## src/logic/sm83_alu_pkg.sv

```systemverilog
/*
 * sm83 arithmetic unit shared types
 * operation codes, micro-sequencer steps and the z n h c flag group
 */

package sm83_alu_pkg;

	// operation codes accepted by the arithmetic unit
	typedef enum logic [3:0] {
		ADD,
		ADC,
		SUB,
		SBC,
		AND,
		XOR,
		OR,
		CP,
		RL,
		RR,
		SLA,
		SRL,
		BIT,
		SET,
		RES
	} alu_op_e;

	// steps of the micro-sequencer
	// shifts go IDLE, SHIFT, DONE and everything else walks the two operand
	// loads and both nibble passes
	typedef enum logic [2:0] {
		IDLE,
		LOAD_A,
		LOAD_B,
		LOW,
		HIGH,
		SHIFT,
		DONE
	} seq_state_e;

	// flag group in the same bit order as the upper nibble of the F register
	typedef struct packed {
		logic z;
		logic n;
		logic h;
		logic c;
	} sm83_flags_t;

endpackage

```

## src/logic/sm83_alu_ctrl_if.sv

```systemverilog
/*
 * sm83 nibble alu control interface
 * carries the sequencer strobes and bus data into the nibble alu
 * and returns the bus and status outputs
 */

`timescale 1ns/1ps

interface sm83_alu_ctrl_if #(
	parameter int ALU_WIDTH = 4,
	localparam int WORD_W = 2 * ALU_WIDTH,
	localparam int BIT_W = $clog2(WORD_W)
);

	// bus data in both directions
	logic [WORD_W-1:0] din;
	logic [WORD_W-1:0] dout;

	// operand latch and shifter controls
	logic load_a;
	logic load_b;
	logic load_a_zero;
	logic load_b_zero;
	logic shift_l;
	logic shift_r;
	logic shift_in;
	logic carry_in;
	logic [BIT_W-1:0] bsel;

	// output bus source select, at most one is high in any cycle
	logic result_oe;
	logic shift_oe;
	logic op_a_oe;
	logic bs_oe;

	// slice controls, R S and V in the classic 4-bit alu description
	logic no_carry_out;
	logic force_carry;
	logic ignore_carry;
	logic negate;
	logic op_low;
	logic op_b_high;

	// status back to the sequencer
	logic carry;
	logic zero;
	logic sign;
	logic shift_dbh;
	logic shift_dbl;

	modport seq (
		output din, load_a, load_b, load_a_zero, load_b_zero,
		output shift_l, shift_r, shift_in, carry_in, bsel,
		output result_oe, shift_oe, op_a_oe, bs_oe,
		output no_carry_out, force_carry, ignore_carry, negate, op_low, op_b_high,
		input dout, carry, zero, sign, shift_dbh, shift_dbl
	);

	modport alu (
		input din, load_a, load_b, load_a_zero, load_b_zero,
		input shift_l, shift_r, shift_in, carry_in, bsel,
		input result_oe, shift_oe, op_a_oe, bs_oe,
		input no_carry_out, force_carry, ignore_carry, negate, op_low, op_b_high,
		output dout, carry, zero, sign, shift_dbh, shift_dbl
	);

endinterface

```

## src/logic/sm83_alu_seq.sv

```systemverilog
/*
 * sm83 alu micro-sequencer
 * captures an operation, steps the nibble alu through its passes and
 * forms the byte result and the z n h c flags
 */

`timescale 1ns/1ps

module sm83_alu_seq import sm83_alu_pkg::*; #(
	parameter int ALU_WIDTH = 4,
	localparam int WORD_W = 2 * ALU_WIDTH,
	localparam int BIT_W = $clog2(WORD_W)
) (
	input logic clk,
	input logic rst_n,
	input logic start,
	input alu_op_e op,
	input logic [WORD_W-1:0] a,
	input logic [WORD_W-1:0] b,
	input logic [BIT_W-1:0] bit_sel,
	input sm83_flags_t flags_in,
	output logic [WORD_W-1:0] result,
	output sm83_flags_t flags,
	output logic done,
	output logic busy,
	sm83_alu_ctrl_if.seq ctrl
);

	seq_state_e state;
	alu_op_e op_q;

	// operands captured with start
	logic [WORD_W-1:0] a_q;
	logic [WORD_W-1:0] b_q;
	logic [BIT_W-1:0] bit_q;
	sm83_flags_t flags_q;

	// raw pass results, turned into the final flags in DONE
	logic [WORD_W-1:0] res_raw;
	logic h_raw;
	logic c_raw;
	logic z_raw;

	logic low_cin;
	logic use_mask;
	logic shift_left;
	logic shift_rot;
	logic [WORD_W-1:0] fin_result;
	sm83_flags_t fin_flags;

	function automatic logic op_is_shift(input alu_op_e o);
		return o inside {RL, RR, SLA, SRL};
	endfunction

	assign use_mask = op_q inside {BIT, SET, RES};
	assign shift_left = op_q inside {RL, SLA};
	// rotates feed the old carry back in, plain shifts feed zero
	assign shift_rot = op_q inside {RL, RR};

	// slice pattern and low pass carry for each operation class
	always_comb begin
		ctrl.no_carry_out = 1'b0;
		ctrl.force_carry = 1'b0;
		ctrl.ignore_carry = 1'b0;
		ctrl.negate = 1'b0;
		low_cin = 1'b0;
		case (op_q)
			ADC: low_cin = flags_q.c;
			// two's complement subtraction, so B is inverted and one is added
			SUB, CP: begin
				ctrl.negate = 1'b1;
				low_cin = 1'b1;
			end
			SBC: begin
				ctrl.negate = 1'b1;
				low_cin = !flags_q.c;
			end
			// AND needs a carry of one moving through every slice
			AND, BIT: begin
				ctrl.force_carry = 1'b1;
				low_cin = 1'b1;
			end
			// RES ands A with the inverted mask
			RES: begin
				ctrl.negate = 1'b1;
				ctrl.force_carry = 1'b1;
				low_cin = 1'b1;
			end
			OR, SET: begin
				ctrl.no_carry_out = 1'b1;
				ctrl.force_carry = 1'b1;
				ctrl.ignore_carry = 1'b1;
			end
			XOR: ctrl.no_carry_out = 1'b1;
			default: low_cin = 1'b0;
		endcase
	end

	// per-step strobes, one output enable and one load at a time
	always_comb begin
		ctrl.din = '0;
		ctrl.bsel = bit_q;
		ctrl.load_a = 1'b0;
		ctrl.load_b = 1'b0;
		ctrl.load_a_zero = 1'b0;
		ctrl.load_b_zero = 1'b0;
		ctrl.shift_l = 1'b0;
		ctrl.shift_r = 1'b0;
		ctrl.shift_in = 1'b0;
		ctrl.carry_in = 1'b0;
		ctrl.result_oe = 1'b0;
		ctrl.shift_oe = 1'b0;
		ctrl.op_a_oe = 1'b0;
		ctrl.bs_oe = 1'b0;
		ctrl.op_low = 1'b0;
		ctrl.op_b_high = 1'b0;
		case (state)
			LOAD_A: begin
				ctrl.din = a_q;
				ctrl.shift_oe = 1'b1;
				ctrl.load_a = 1'b1;
			end
			LOAD_B: begin
				ctrl.load_b = 1'b1;
				if (use_mask) begin
					ctrl.bs_oe = 1'b1;
				end else begin
					ctrl.din = b_q;
					ctrl.shift_oe = 1'b1;
				end
			end
			LOW: begin
				ctrl.op_low = 1'b1;
				ctrl.carry_in = low_cin;
			end
			// the low pass carry ripples into the high nibble
			HIGH: begin
				ctrl.op_b_high = 1'b1;
				ctrl.carry_in = h_raw;
				ctrl.result_oe = 1'b1;
			end
			// shifts skip the core so the operand latches are cleared instead
			SHIFT: begin
				ctrl.din = a_q;
				ctrl.shift_oe = 1'b1;
				ctrl.shift_l = shift_left;
				ctrl.shift_r = !shift_left;
				ctrl.shift_in = shift_rot & flags_q.c;
				ctrl.load_a_zero = 1'b1;
				ctrl.load_b_zero = 1'b1;
			end
			// CP and BIT hand back A unchanged, read straight from its latch
			DONE: ctrl.op_a_oe = op_q inside {CP, BIT};
			default: ctrl.din = '0;
		endcase
	end

	// final result and flag rules, applied in DONE
	always_comb begin
		fin_result = res_raw;
		fin_flags = '{z: z_raw, n: 1'b0, h: 1'b0, c: 1'b0};
		case (op_q)
			ADD, ADC: begin
				fin_flags.h = h_raw;
				fin_flags.c = c_raw;
			end
			// carries out of a subtraction are inverted borrows
			SUB, SBC, CP: begin
				fin_flags.n = 1'b1;
				fin_flags.h = !h_raw;
				fin_flags.c = !c_raw;
				if (op_q == CP) begin
					fin_result = ctrl.dout;
				end
			end
			AND: fin_flags.h = 1'b1;
			RL, RR, SLA, SRL: fin_flags.c = c_raw;
			BIT: begin
				fin_result = ctrl.dout;
				fin_flags.h = 1'b1;
				fin_flags.c = flags_q.c;
			end
			SET, RES: fin_flags = flags_q;
			default: fin_flags.c = 1'b0;
		endcase
	end

	always_ff @(posedge clk or negedge rst_n) begin
		if (!rst_n) begin
			state <= IDLE;
			op_q <= ADD;
			done <= 1'b0;
			result <= '0;
			flags <= '0;
		end else begin
			done <= 1'b0;
			case (state)
				IDLE: begin
					if (start) begin
						op_q <= op;
						state <= op_is_shift(op) ? SHIFT : LOAD_A;
					end
				end
				LOAD_A: state <= LOAD_B;
				LOAD_B: state <= LOW;
				LOW: state <= HIGH;
				HIGH: state <= DONE;
				SHIFT: state <= DONE;
				DONE: begin
					state <= IDLE;
					done <= 1'b1;
					result <= fin_result;
					flags <= fin_flags;
				end
				default: state <= IDLE;
			endcase
		end
	end

	// operand capture and raw pass results
	always_ff @(posedge clk) begin
		if (state == IDLE && start) begin
			a_q <= a;
			b_q <= b;
			bit_q <= bit_sel;
			flags_q <= flags_in;
		end
		if (state == LOW) begin
			h_raw <= ctrl.carry;
		end
		if (state == HIGH || state == SHIFT) begin
			// the msb of the bus comes back on the sign output
			res_raw <= {ctrl.sign, ctrl.dout[WORD_W-2:0]};
			z_raw <= ctrl.zero;
		end
		if (state == HIGH) begin
			c_raw <= ctrl.carry;
		end else if (state == SHIFT) begin
			c_raw <= shift_left ? ctrl.shift_dbh : ctrl.shift_dbl;
		end
	end

	assign busy = (state != IDLE);

endmodule

```

## src/logic/sm83_alu_unit.sv

```systemverilog
/*
 * sm83 arithmetic unit top level
 * joins the micro-sequencer and the nibble alu behind plain ports
 */

`timescale 1ns/1ps

module sm83_alu_unit import sm83_alu_pkg::*; #(
	parameter int ALU_WIDTH = 4,
	localparam int WORD_W = 2 * ALU_WIDTH,
	localparam int BIT_W = $clog2(WORD_W)
) (
	input logic clk,
	input logic rst_n,
	input logic start,
	input alu_op_e op,
	input logic [WORD_W-1:0] a,
	input logic [WORD_W-1:0] b,
	input logic [BIT_W-1:0] bit_sel,
	input sm83_flags_t flags_in,
	output logic [WORD_W-1:0] result,
	output sm83_flags_t flags,
	output logic done,
	output logic busy
);

	// strobes and status between the sequencer and the datapath
	sm83_alu_ctrl_if #(.ALU_WIDTH(ALU_WIDTH)) alu_ctrl ();

	sm83_alu_seq #(.ALU_WIDTH(ALU_WIDTH)) u_seq (
		.clk(clk),
		.rst_n(rst_n),
		.start(start),
		.op(op),
		.a(a),
		.b(b),
		.bit_sel(bit_sel),
		.flags_in(flags_in),
		.result(result),
		.flags(flags),
		.done(done),
		.busy(busy),
		.ctrl(alu_ctrl.seq)
	);

	sm83_nibble_alu #(.ALU_WIDTH(ALU_WIDTH)) u_alu (
		.clk(clk),
		.rst_n(rst_n),
		.ctrl(alu_ctrl.alu)
	);

endmodule

```

## src/logic/sm83_nibble_alu.sv

```systemverilog
/*
 * sm83 nibble alu datapath
 * byte operands are processed one nibble per pass through a ripple of
 * slices, with a one-bit shifter, a bit mask generator and a bus select
 */

`timescale 1ns/1ps

module sm83_nibble_alu #(
	parameter int ALU_WIDTH = 4,
	localparam int WORD_W = 2 * ALU_WIDTH
) (
	input logic clk,
	input logic rst_n,
	sm83_alu_ctrl_if.alu ctrl
);

	// operand latches, each held as a high and a low half
	logic [ALU_WIDTH-1:0] a_hi;
	logic [ALU_WIDTH-1:0] a_lo;
	logic [ALU_WIDTH-1:0] b_hi;
	logic [ALU_WIDTH-1:0] b_lo;

	logic [ALU_WIDTH-1:0] core_a;
	logic [ALU_WIDTH-1:0] b_half;
	logic [ALU_WIDTH-1:0] core_b;
	logic [ALU_WIDTH-1:0] core_res;
	logic [ALU_WIDTH-1:0] res_lo;
	logic core_carry;

	logic [WORD_W-1:0] shifted;
	logic [WORD_W-1:0] bit_mask;
	logic [WORD_W-1:0] full_result;
	logic [WORD_W-1:0] bus;

	// one slice of the core, returns {carry out, result bit}
	// with r s v all low this is a full adder
	// s forces the internal carry-generate term, v lets any set input reach the
	// result, r blocks the carry to the next slice
	function automatic logic [1:0] slice(
		input logic x,
		input logic y,
		input logic cin,
		input logic r,
		input logic s,
		input logic v
	);
		logic no_gen;
		logic sum;
		logic cout;
		no_gen = !(((x | y) & cin) | (x & y) | s);
		sum = (x & y & cin) | ((x | y | cin) & (v | no_gen));
		cout = !(r | no_gen);
		return {cout, sum};
	endfunction

	// op_low picks the low half of A, op_b_high picks the high half of B
	assign core_a = ctrl.op_low ? a_lo : a_hi;
	assign b_half = ctrl.op_b_high ? b_hi : b_lo;
	assign core_b = ctrl.negate ? ~b_half : b_half;

	// ripple through the slices starting from the injected carry
	always_comb begin
		logic c;
		c = ctrl.carry_in;
		for (int i = 0; i < ALU_WIDTH; i++) begin
			{c, core_res[i]} = slice(core_a[i], core_b[i], c,
				ctrl.no_carry_out, ctrl.force_carry, ctrl.ignore_carry);
		end
		core_carry = c;
	end

	// the sequencer never raises both shift directions together
	always_comb begin
		if (ctrl.shift_l) begin
			shifted = {ctrl.din[WORD_W-2:0], ctrl.shift_in};
		end else if (ctrl.shift_r) begin
			shifted = {ctrl.shift_in, ctrl.din[WORD_W-1:1]};
		end else begin
			shifted = ctrl.din;
		end
	end

	// single set bit at the position named by bsel
	assign bit_mask = {{(WORD_W-1){1'b0}}, 1'b1} << ctrl.bsel;

	// high half straight from the core, low half from the earlier pass
	assign full_result = {core_res, res_lo};

	// bus source select; an idle bus reads as zero
	always_comb begin
		if (ctrl.result_oe) begin
			bus = full_result;
		end else if (ctrl.shift_oe) begin
			bus = shifted;
		end else if (ctrl.op_a_oe) begin
			bus = {a_hi, a_lo};
		end else if (ctrl.bs_oe) begin
			bus = bit_mask;
		end else begin
			bus = '0;
		end
	end

	// operands load from the bus on the falling edge, halfway through the
	// cycle that carries the load strobe
	always_ff @(negedge clk or negedge rst_n) begin
		if (!rst_n) begin
			a_hi <= '0;
			a_lo <= '0;
		end else if (ctrl.load_a) begin
			{a_hi, a_lo} <= bus;
		end else if (ctrl.load_a_zero) begin
			a_hi <= '0;
			a_lo <= '0;
		end
	end

	always_ff @(negedge clk or negedge rst_n) begin
		if (!rst_n) begin
			b_hi <= '0;
			b_lo <= '0;
		end else if (ctrl.load_b) begin
			{b_hi, b_lo} <= bus;
		end else if (ctrl.load_b_zero) begin
			b_hi <= '0;
			b_lo <= '0;
		end
	end

	// low pass result, held for the high pass that follows
	always_ff @(posedge clk) begin
		if (ctrl.op_low) begin
			res_lo <= core_res;
		end
	end

	assign ctrl.dout = bus;
	assign ctrl.carry = core_carry;
	assign ctrl.zero = (bus == '0);
	assign ctrl.sign = bus[WORD_W-1];
	// shifter edge bits come from the unshifted input
	assign ctrl.shift_dbh = ctrl.din[WORD_W-1];
	assign ctrl.shift_dbl = ctrl.din[0];

endmodule

```

## config.mk

```make
export PLATFORM = sky130hd
export DESIGN_NAME = sm83_alu_unit
export DESIGN_NICKNAME = d
export VERILOG_FILES = /design/src/logic/sm83_alu_pkg.sv /design/src/logic/sm83_alu_ctrl_if.sv /design/src/logic/sm83_alu_seq.sv /design/src/logic/sm83_alu_unit.sv /design/src/logic/sm83_nibble_alu.sv
export SDC_FILE = /design/constraint.sdc
export NUM_CORES = 1
export LEC_CHECK = 0
export ABC_CLOCK_PERIOD_IN_PS = 5400
export BUFFER_PORTS_ARGS = -buffer_cell sky130_fd_sc_hd__buf_4
export CAP_MARGIN = 20
export CELL_PAD_IN_SITES_DETAIL_PLACEMENT = 1
export CELL_PAD_IN_SITES_GLOBAL_PLACEMENT = 2
export CORE_ASPECT_RATIO = 2
export CORE_MARGIN = 3
export CORE_UTILIZATION = 31
export CTS_CLUSTER_DIAMETER = 30
export DETAILED_ROUTE_END_ITERATION = 16
export PLACE_DENSITY = 0.67
export SYNTH_ARGS = -nofsm -noshare
export SYNTH_HDL_FRONTEND = slang
export SYNTH_HIERARCHICAL = 1
export SYNTH_SLANG_ARGS = --single-unit
export TNS_END_PERCENT = 20
```

## constraint.sdc

```tcl
create_clock -name clk -period 5.4 [get_ports clk]
set_clock_uncertainty 0.1 [all_clocks]
set_input_delay 0.27 -clock clk [delete_from_list [all_inputs] [get_ports clk]]
set_output_delay 0.27 -clock clk [all_outputs]
set_load 0.01 [all_outputs]
```

## Word level (Yosys, flattened, before mapping)

Index checks and enable logic that the tools add are counted.
W data, S select, Z words.

- Add/sub/neg operators: 0
- Multiply operators: 0
- Divide/modulo/power cells: 0
- $lt $le $gt $ge: 0
- Eq/ne operators: 25
- Shift operators: 1
- Multiplexer cells: 48
- Bitwise gates (word level): 46
- Reduce and logical (&&, ||, !) cells: 40

Operators by type and width:

| cell | number |
|---|---|
| $mux W8 | 8 |
| $eq A4 B4 Y1 const B | 11 |
| $mux W4 | 8 |
| $pmux W8 S2 | 2 |
| $or A1 B1 Y1 | 28 |
| $mux W1 | 21 |
| $and A1 B1 Y1 | 17 |
| $eq A4 B3 Y1 const B | 4 |
| $pmux W3 S5 | 1 |
| $logic_not A1 Y1 | 12 |
| $reduce_bool A2 Y1 | 6 |
| $reduce_or A2 Y1 | 6 |
| $reduce_or A5 Y1 | 2 |
| $eq A3 B3 Y1 const B | 3 |
| $reduce_or A3 Y1 | 3 |
| $eq A4 B2 Y1 const B | 2 |
| $logic_not A8 Y1 | 1 |
| $shl A1 B3 Y8 const A | 1 |
| $eq A3 B2 Y1 const B | 2 |
| $mux W3 | 2 |
| $pmux W1 S2 | 3 |
| $pmux W1 S3 | 2 |
| $reduce_bool A3 Y1 | 2 |
| $reduce_or A6 Y1 | 1 |
| other kinds (12) | 12 |

- Flip-flop bits (word level): 74
- Bits in latches: 0
- RAM bits: 0
- ROM bits: 0
- Bits of input ports: 30
- Output and inout bits: 14
- Memories kept: 0

## Longest topological paths before layout

- Depth after elaboration: 34
- Gate-level depth with buffers: 16
- Depth with buffers taken out: 13

## Hierarchy

The synthesis kept the hierarchy.

Modules (own cells, without submodules):

| module | times used | cells an instance | area each (µm²) |
|---|---|---|---|
| sm83_alu_seq | 1 | 196 | 2431.1 |
| sm83_nibble_alu | 1 | 220 | 1849.3 |

==> impl_metrics.csv <==
group,metric,value,unit
outcome,status,"finished with violations",
outcome,violations,"setup timing",
die,die_h,172.2,um
clocking,clk_latency,340,ps
detailed_routing,route.detailed.drc,0,
clocking,cts_tree,"yes",
synthesis,synth_common_cells,"49 x nand2_1, 38 x edfxtp_1, 36 x nor2_1",
clocking,clk_pin_slew,60,ps
synthesis,ys_ff_latch,74,
setup_path,cp.required,2790,ps
sta,layout_setup_ws,-78.33,ps
power_and_ir_drop,p_leak,2.496,nW
die,fp-row-count,60,
synthesis,ys.flop_type,"edfxtp_1",
synthesis,yosys_warnings,6,
detailed_routing,drtIter0Drc,95,
clocking,cts-root-buf,"clkbuf_16",
run,max-cap-violations,0,
layout,final_cell_area,6103,sq um
global_routing,grt_pass1_vias,4115,
clocking,clkSinkCount,74,
synthesis,syn_nets,446,
sta,slew_headroom,0.3486,
placement,routabilityCongestion,0.8763,
synthesis,synth_edf_count,38,
setup_path,cpPeakStageDelay,440,ps
setup_path,worst-r2r-cell-count,11,
setup_path,worst_setup_path_end_kind,"flop",
global_routing,use_met1,0.1716,
sta,grt_setup_unrepaired,"yes",
global_routing,antenna_found_initial,0,
die,ios,44,
setup_path,path_class,"reg2reg",
placement,post-place-ws,-219.5,ps
setup_path,r2r-end,"u_alu/a_hi[1]$_DFFE_NN0P_",
global_routing,grt_use_met3,0.02957,
global_routing,grt_pass1_wl,21.49,mm
detailed_routing,wirelength,13.50,mm
setup_path,crit_arrival,2870,ps
layout,multiInputGateArea,2258,sq um
synthesis,syn_area_per_cell,10.29,sq um
detailed_routing,first_pass_iters,4,
hold_path,hp-class,"in2reg",
synthesis,synth_area_leaders,"edfxtp_1 27%, dfrtp_1 12%, dfrtn_1 9.4%, mux2i_1 5.1%, nand2_1 4.3%",
synthesis,synthesis.area,4280,sq um
detailed_routing,final_antenna_net_count,0,
layout,n_antenna_cell,0,
clocking,clock_path_buffers,2,
setup_path,crit_fanout,5,
synthesis,yosys.area.top_type_share,0.2666,
global_routing,grt_busiest_layer,"met2",
global_routing,grt_use_total,0.1874,
hold_path,whs_path_depth,1,
layout,seqCellArea,2046,sq um
hold_path,hold_end,"u_seq/flags_q[3]$_DFFE_PP_",
placement,dp_hpwl,10.06,mm
synthesis,yosys.area.top_type,"edfxtp_1",
die,core,13510,sq um
placement,numPortBuffers,43,
die,fp.dieW,89.09,um
synthesis,synth_cell_types,76,
die,initial_core_util,0.3168,
detailed_routing,avgViaCountPerCell,5.271,
setup_path,cp-start-kind,"flop",
sta,tightest_slew,975.1,ps
global_routing,grt_overflow_total,0,
power_and_ir_drop,vdd_drop_max,0.2572,mV
setup_path,r2r_setup_slack,-80,ps
detailed_routing,vias,3711,
power_and_ir_drop,powerDensity,705.3,nW/um^2
sta,drv_slew,0,
setup_path,worstPathCellList,"nand2b_4, o31a_1, o221ai_2, a22o_1, buf_6, nand2_4, a2111oi_4, o22ai_2, a21oi_2, o31ai_4, a21o_1",
layout,area.growth.synth_to_final,42.59,%
sta,hold_viol_final,0,
sta,setup_viol,6,
synthesis,syn_inst,416,
hold_path,hold_start,"flags_in[3]",
setup_path,r2r_start,"u_seq/op_q[2]$_DFFE_PN0P_",
die,die-area,15340,sq um
layout,layout.nets,574,
layout,fillers,1499,
layout,drive_gt1_frac,0.3607,
synthesis,async_flop_share,0.4865,
global_routing,grt_use_met2,0.3713,
synthesis,ys_seq_area_frac,0.4771,
setup_path,critPathSlowestCell,"a2111oi_4",
synthesis,yosysMostFrequentCell,"nand2_1",
detailed_routing,post_drt_wl_per_cell,19.17,um
clocking,cts_buffers,9,
clocking,h-tree-depth,3,
global_routing,grt_max_degree,37,
placement,dpl_cell_area,5233,sq um
## sequential cells by signal, indices dropped and copies added (netlist names), 3 cells and up
| name | count |
|---|---|
| u_seq/flags_q | 4 |
| u_alu/a_hi | 4 |
| u_seq/a_q | 8 |
| u_seq/flags | 4 |
| u_alu/res_lo | 4 |
| u_seq/b_q | 8 |
| u_seq/state | 3 |
| u_seq/ctrl.bsel | 3 |
| u_alu/b_lo | 4 |
| u_seq/op_q | 4 |
| u_seq/res_raw | 8 |
| u_alu/b_hi | 4 |
| u_alu/a_lo | 4 |
| u_seq/result | 8 |
## metrics by stage
stage	TNS, ps	power (W)	util	hold WS [ps]	std cells
floorplan	-13.84	0.002334	-	-125.6	416
global placement	-625.2	0.003234	0.3872	179.3	654
detailed placement	-1223	0.003270	0.3872	178.5	654
CTS	-734.9	0.004185	0.4412	3.117	700
global route	-1370	0.004598	0.4517	5.731	704
finish	-317.9	0.004305	0.4517	15.67	704
## metal layers
layer | vias up | wire [um]
li1 | 1776 | -
met1 | 1823 | 4620
met2 | 73 | 7858
met3 | 39 | 319
met4 | 0 | 701
met5 | - | 0
## worst max-delay path: cells and delay by family (launching register included)
kind,cells,cell delay (ps)
AOI/OAI and AO/OA,8,1740
DFF,1,430
and+or+nand+nor,2,230
buffers and inverters,1,140
## cell usage in the layout (no fill, tap or decap), types with 9 or more instances in the layout
cell type	netlist	layout
buf_4	6	116
nand2_1	49	45
edfxtp_1	38	38
nor2_1	36	33
a21oi_1	29	26
dlygate4sd3_1	0	23
mux2i_1	22	19
o21ai_0	21	18
dfrtp_1	20	17
dfrtn_1	16	16
a22o_1	14	13
inv_1	10	10
clkbuf_16	0	9
nand2b_1	9	9
## report_power, final
group          leakage [nW]  total, W  switching [W]  internal, W
Sequential            0.793  0.000976       0.000132     0.000844
Combinational          1.53   0.00262        0.00137      0.00125
Clock                 0.172  0.000708       0.000252     0.000456
## layout make-up
class,count,share of cell area
repair buffers,146,0.1991
multi-input cells,302,0.3700
inverters,11,0.006765
clock buffers,9,0.03690
flip-flops and latches,74,0.3352
clock inverters,7,0.02030
well taps,155,0.03178
## worst max-delay path by stage
stage / endpoint / startpoint / slack, ps
2_1_floorplan: u_alu/a_hi[3]$_DFFE_NN0P_ / u_seq/op_q[2]$_DFFE_PN0P_ / -7
3_3_place_gp: u_alu/a_hi[3]$_DFFE_NN0P_ / u_seq/op_q[0]$_DFFE_PN0P_ / -170
3_5_place_dp: u_alu/a_hi[3]$_DFFE_NN0P_ / u_seq/state[1]$_DFFE_PN0P_ / -220
4_1_cts: u_alu/a_hi[3]$_DFFE_NN0P_ / u_seq/op_q[0]$_DFFE_PN0P_ / -120
5_1_grt: u_alu/b_hi[3]$_DFFE_NN0P_ / u_seq/op_q[0]$_DFFE_PN0P_ / -250
6_report: u_alu/a_hi[1]$_DFFE_NN0P_ / u_seq/op_q[2]$_DFFE_PN0P_ / -80
## logic make-up after synthesis
logic type / Yosys count / synth area share
AO/OA/AOI/OAI: 118 / 0.1915
XOR/XNOR: 8 / 0.01958
buffers and inverters: 40 / 0.05495
flip-flops: 74 / 0.4771
multiplexers: 32 / 0.08097
AND/OR/NAND/NOR: 144 / 0.1760
## timing repair
item	in CTS	in global routing
hold endpoints to repair	42	0
resized for setup	16	29
pin swaps	12	15
hold buffers	23	0
setup buffers	8	6
endpoints found under the setup margin	11	21
No activity file was read; power rests on OpenSTA's default activity.
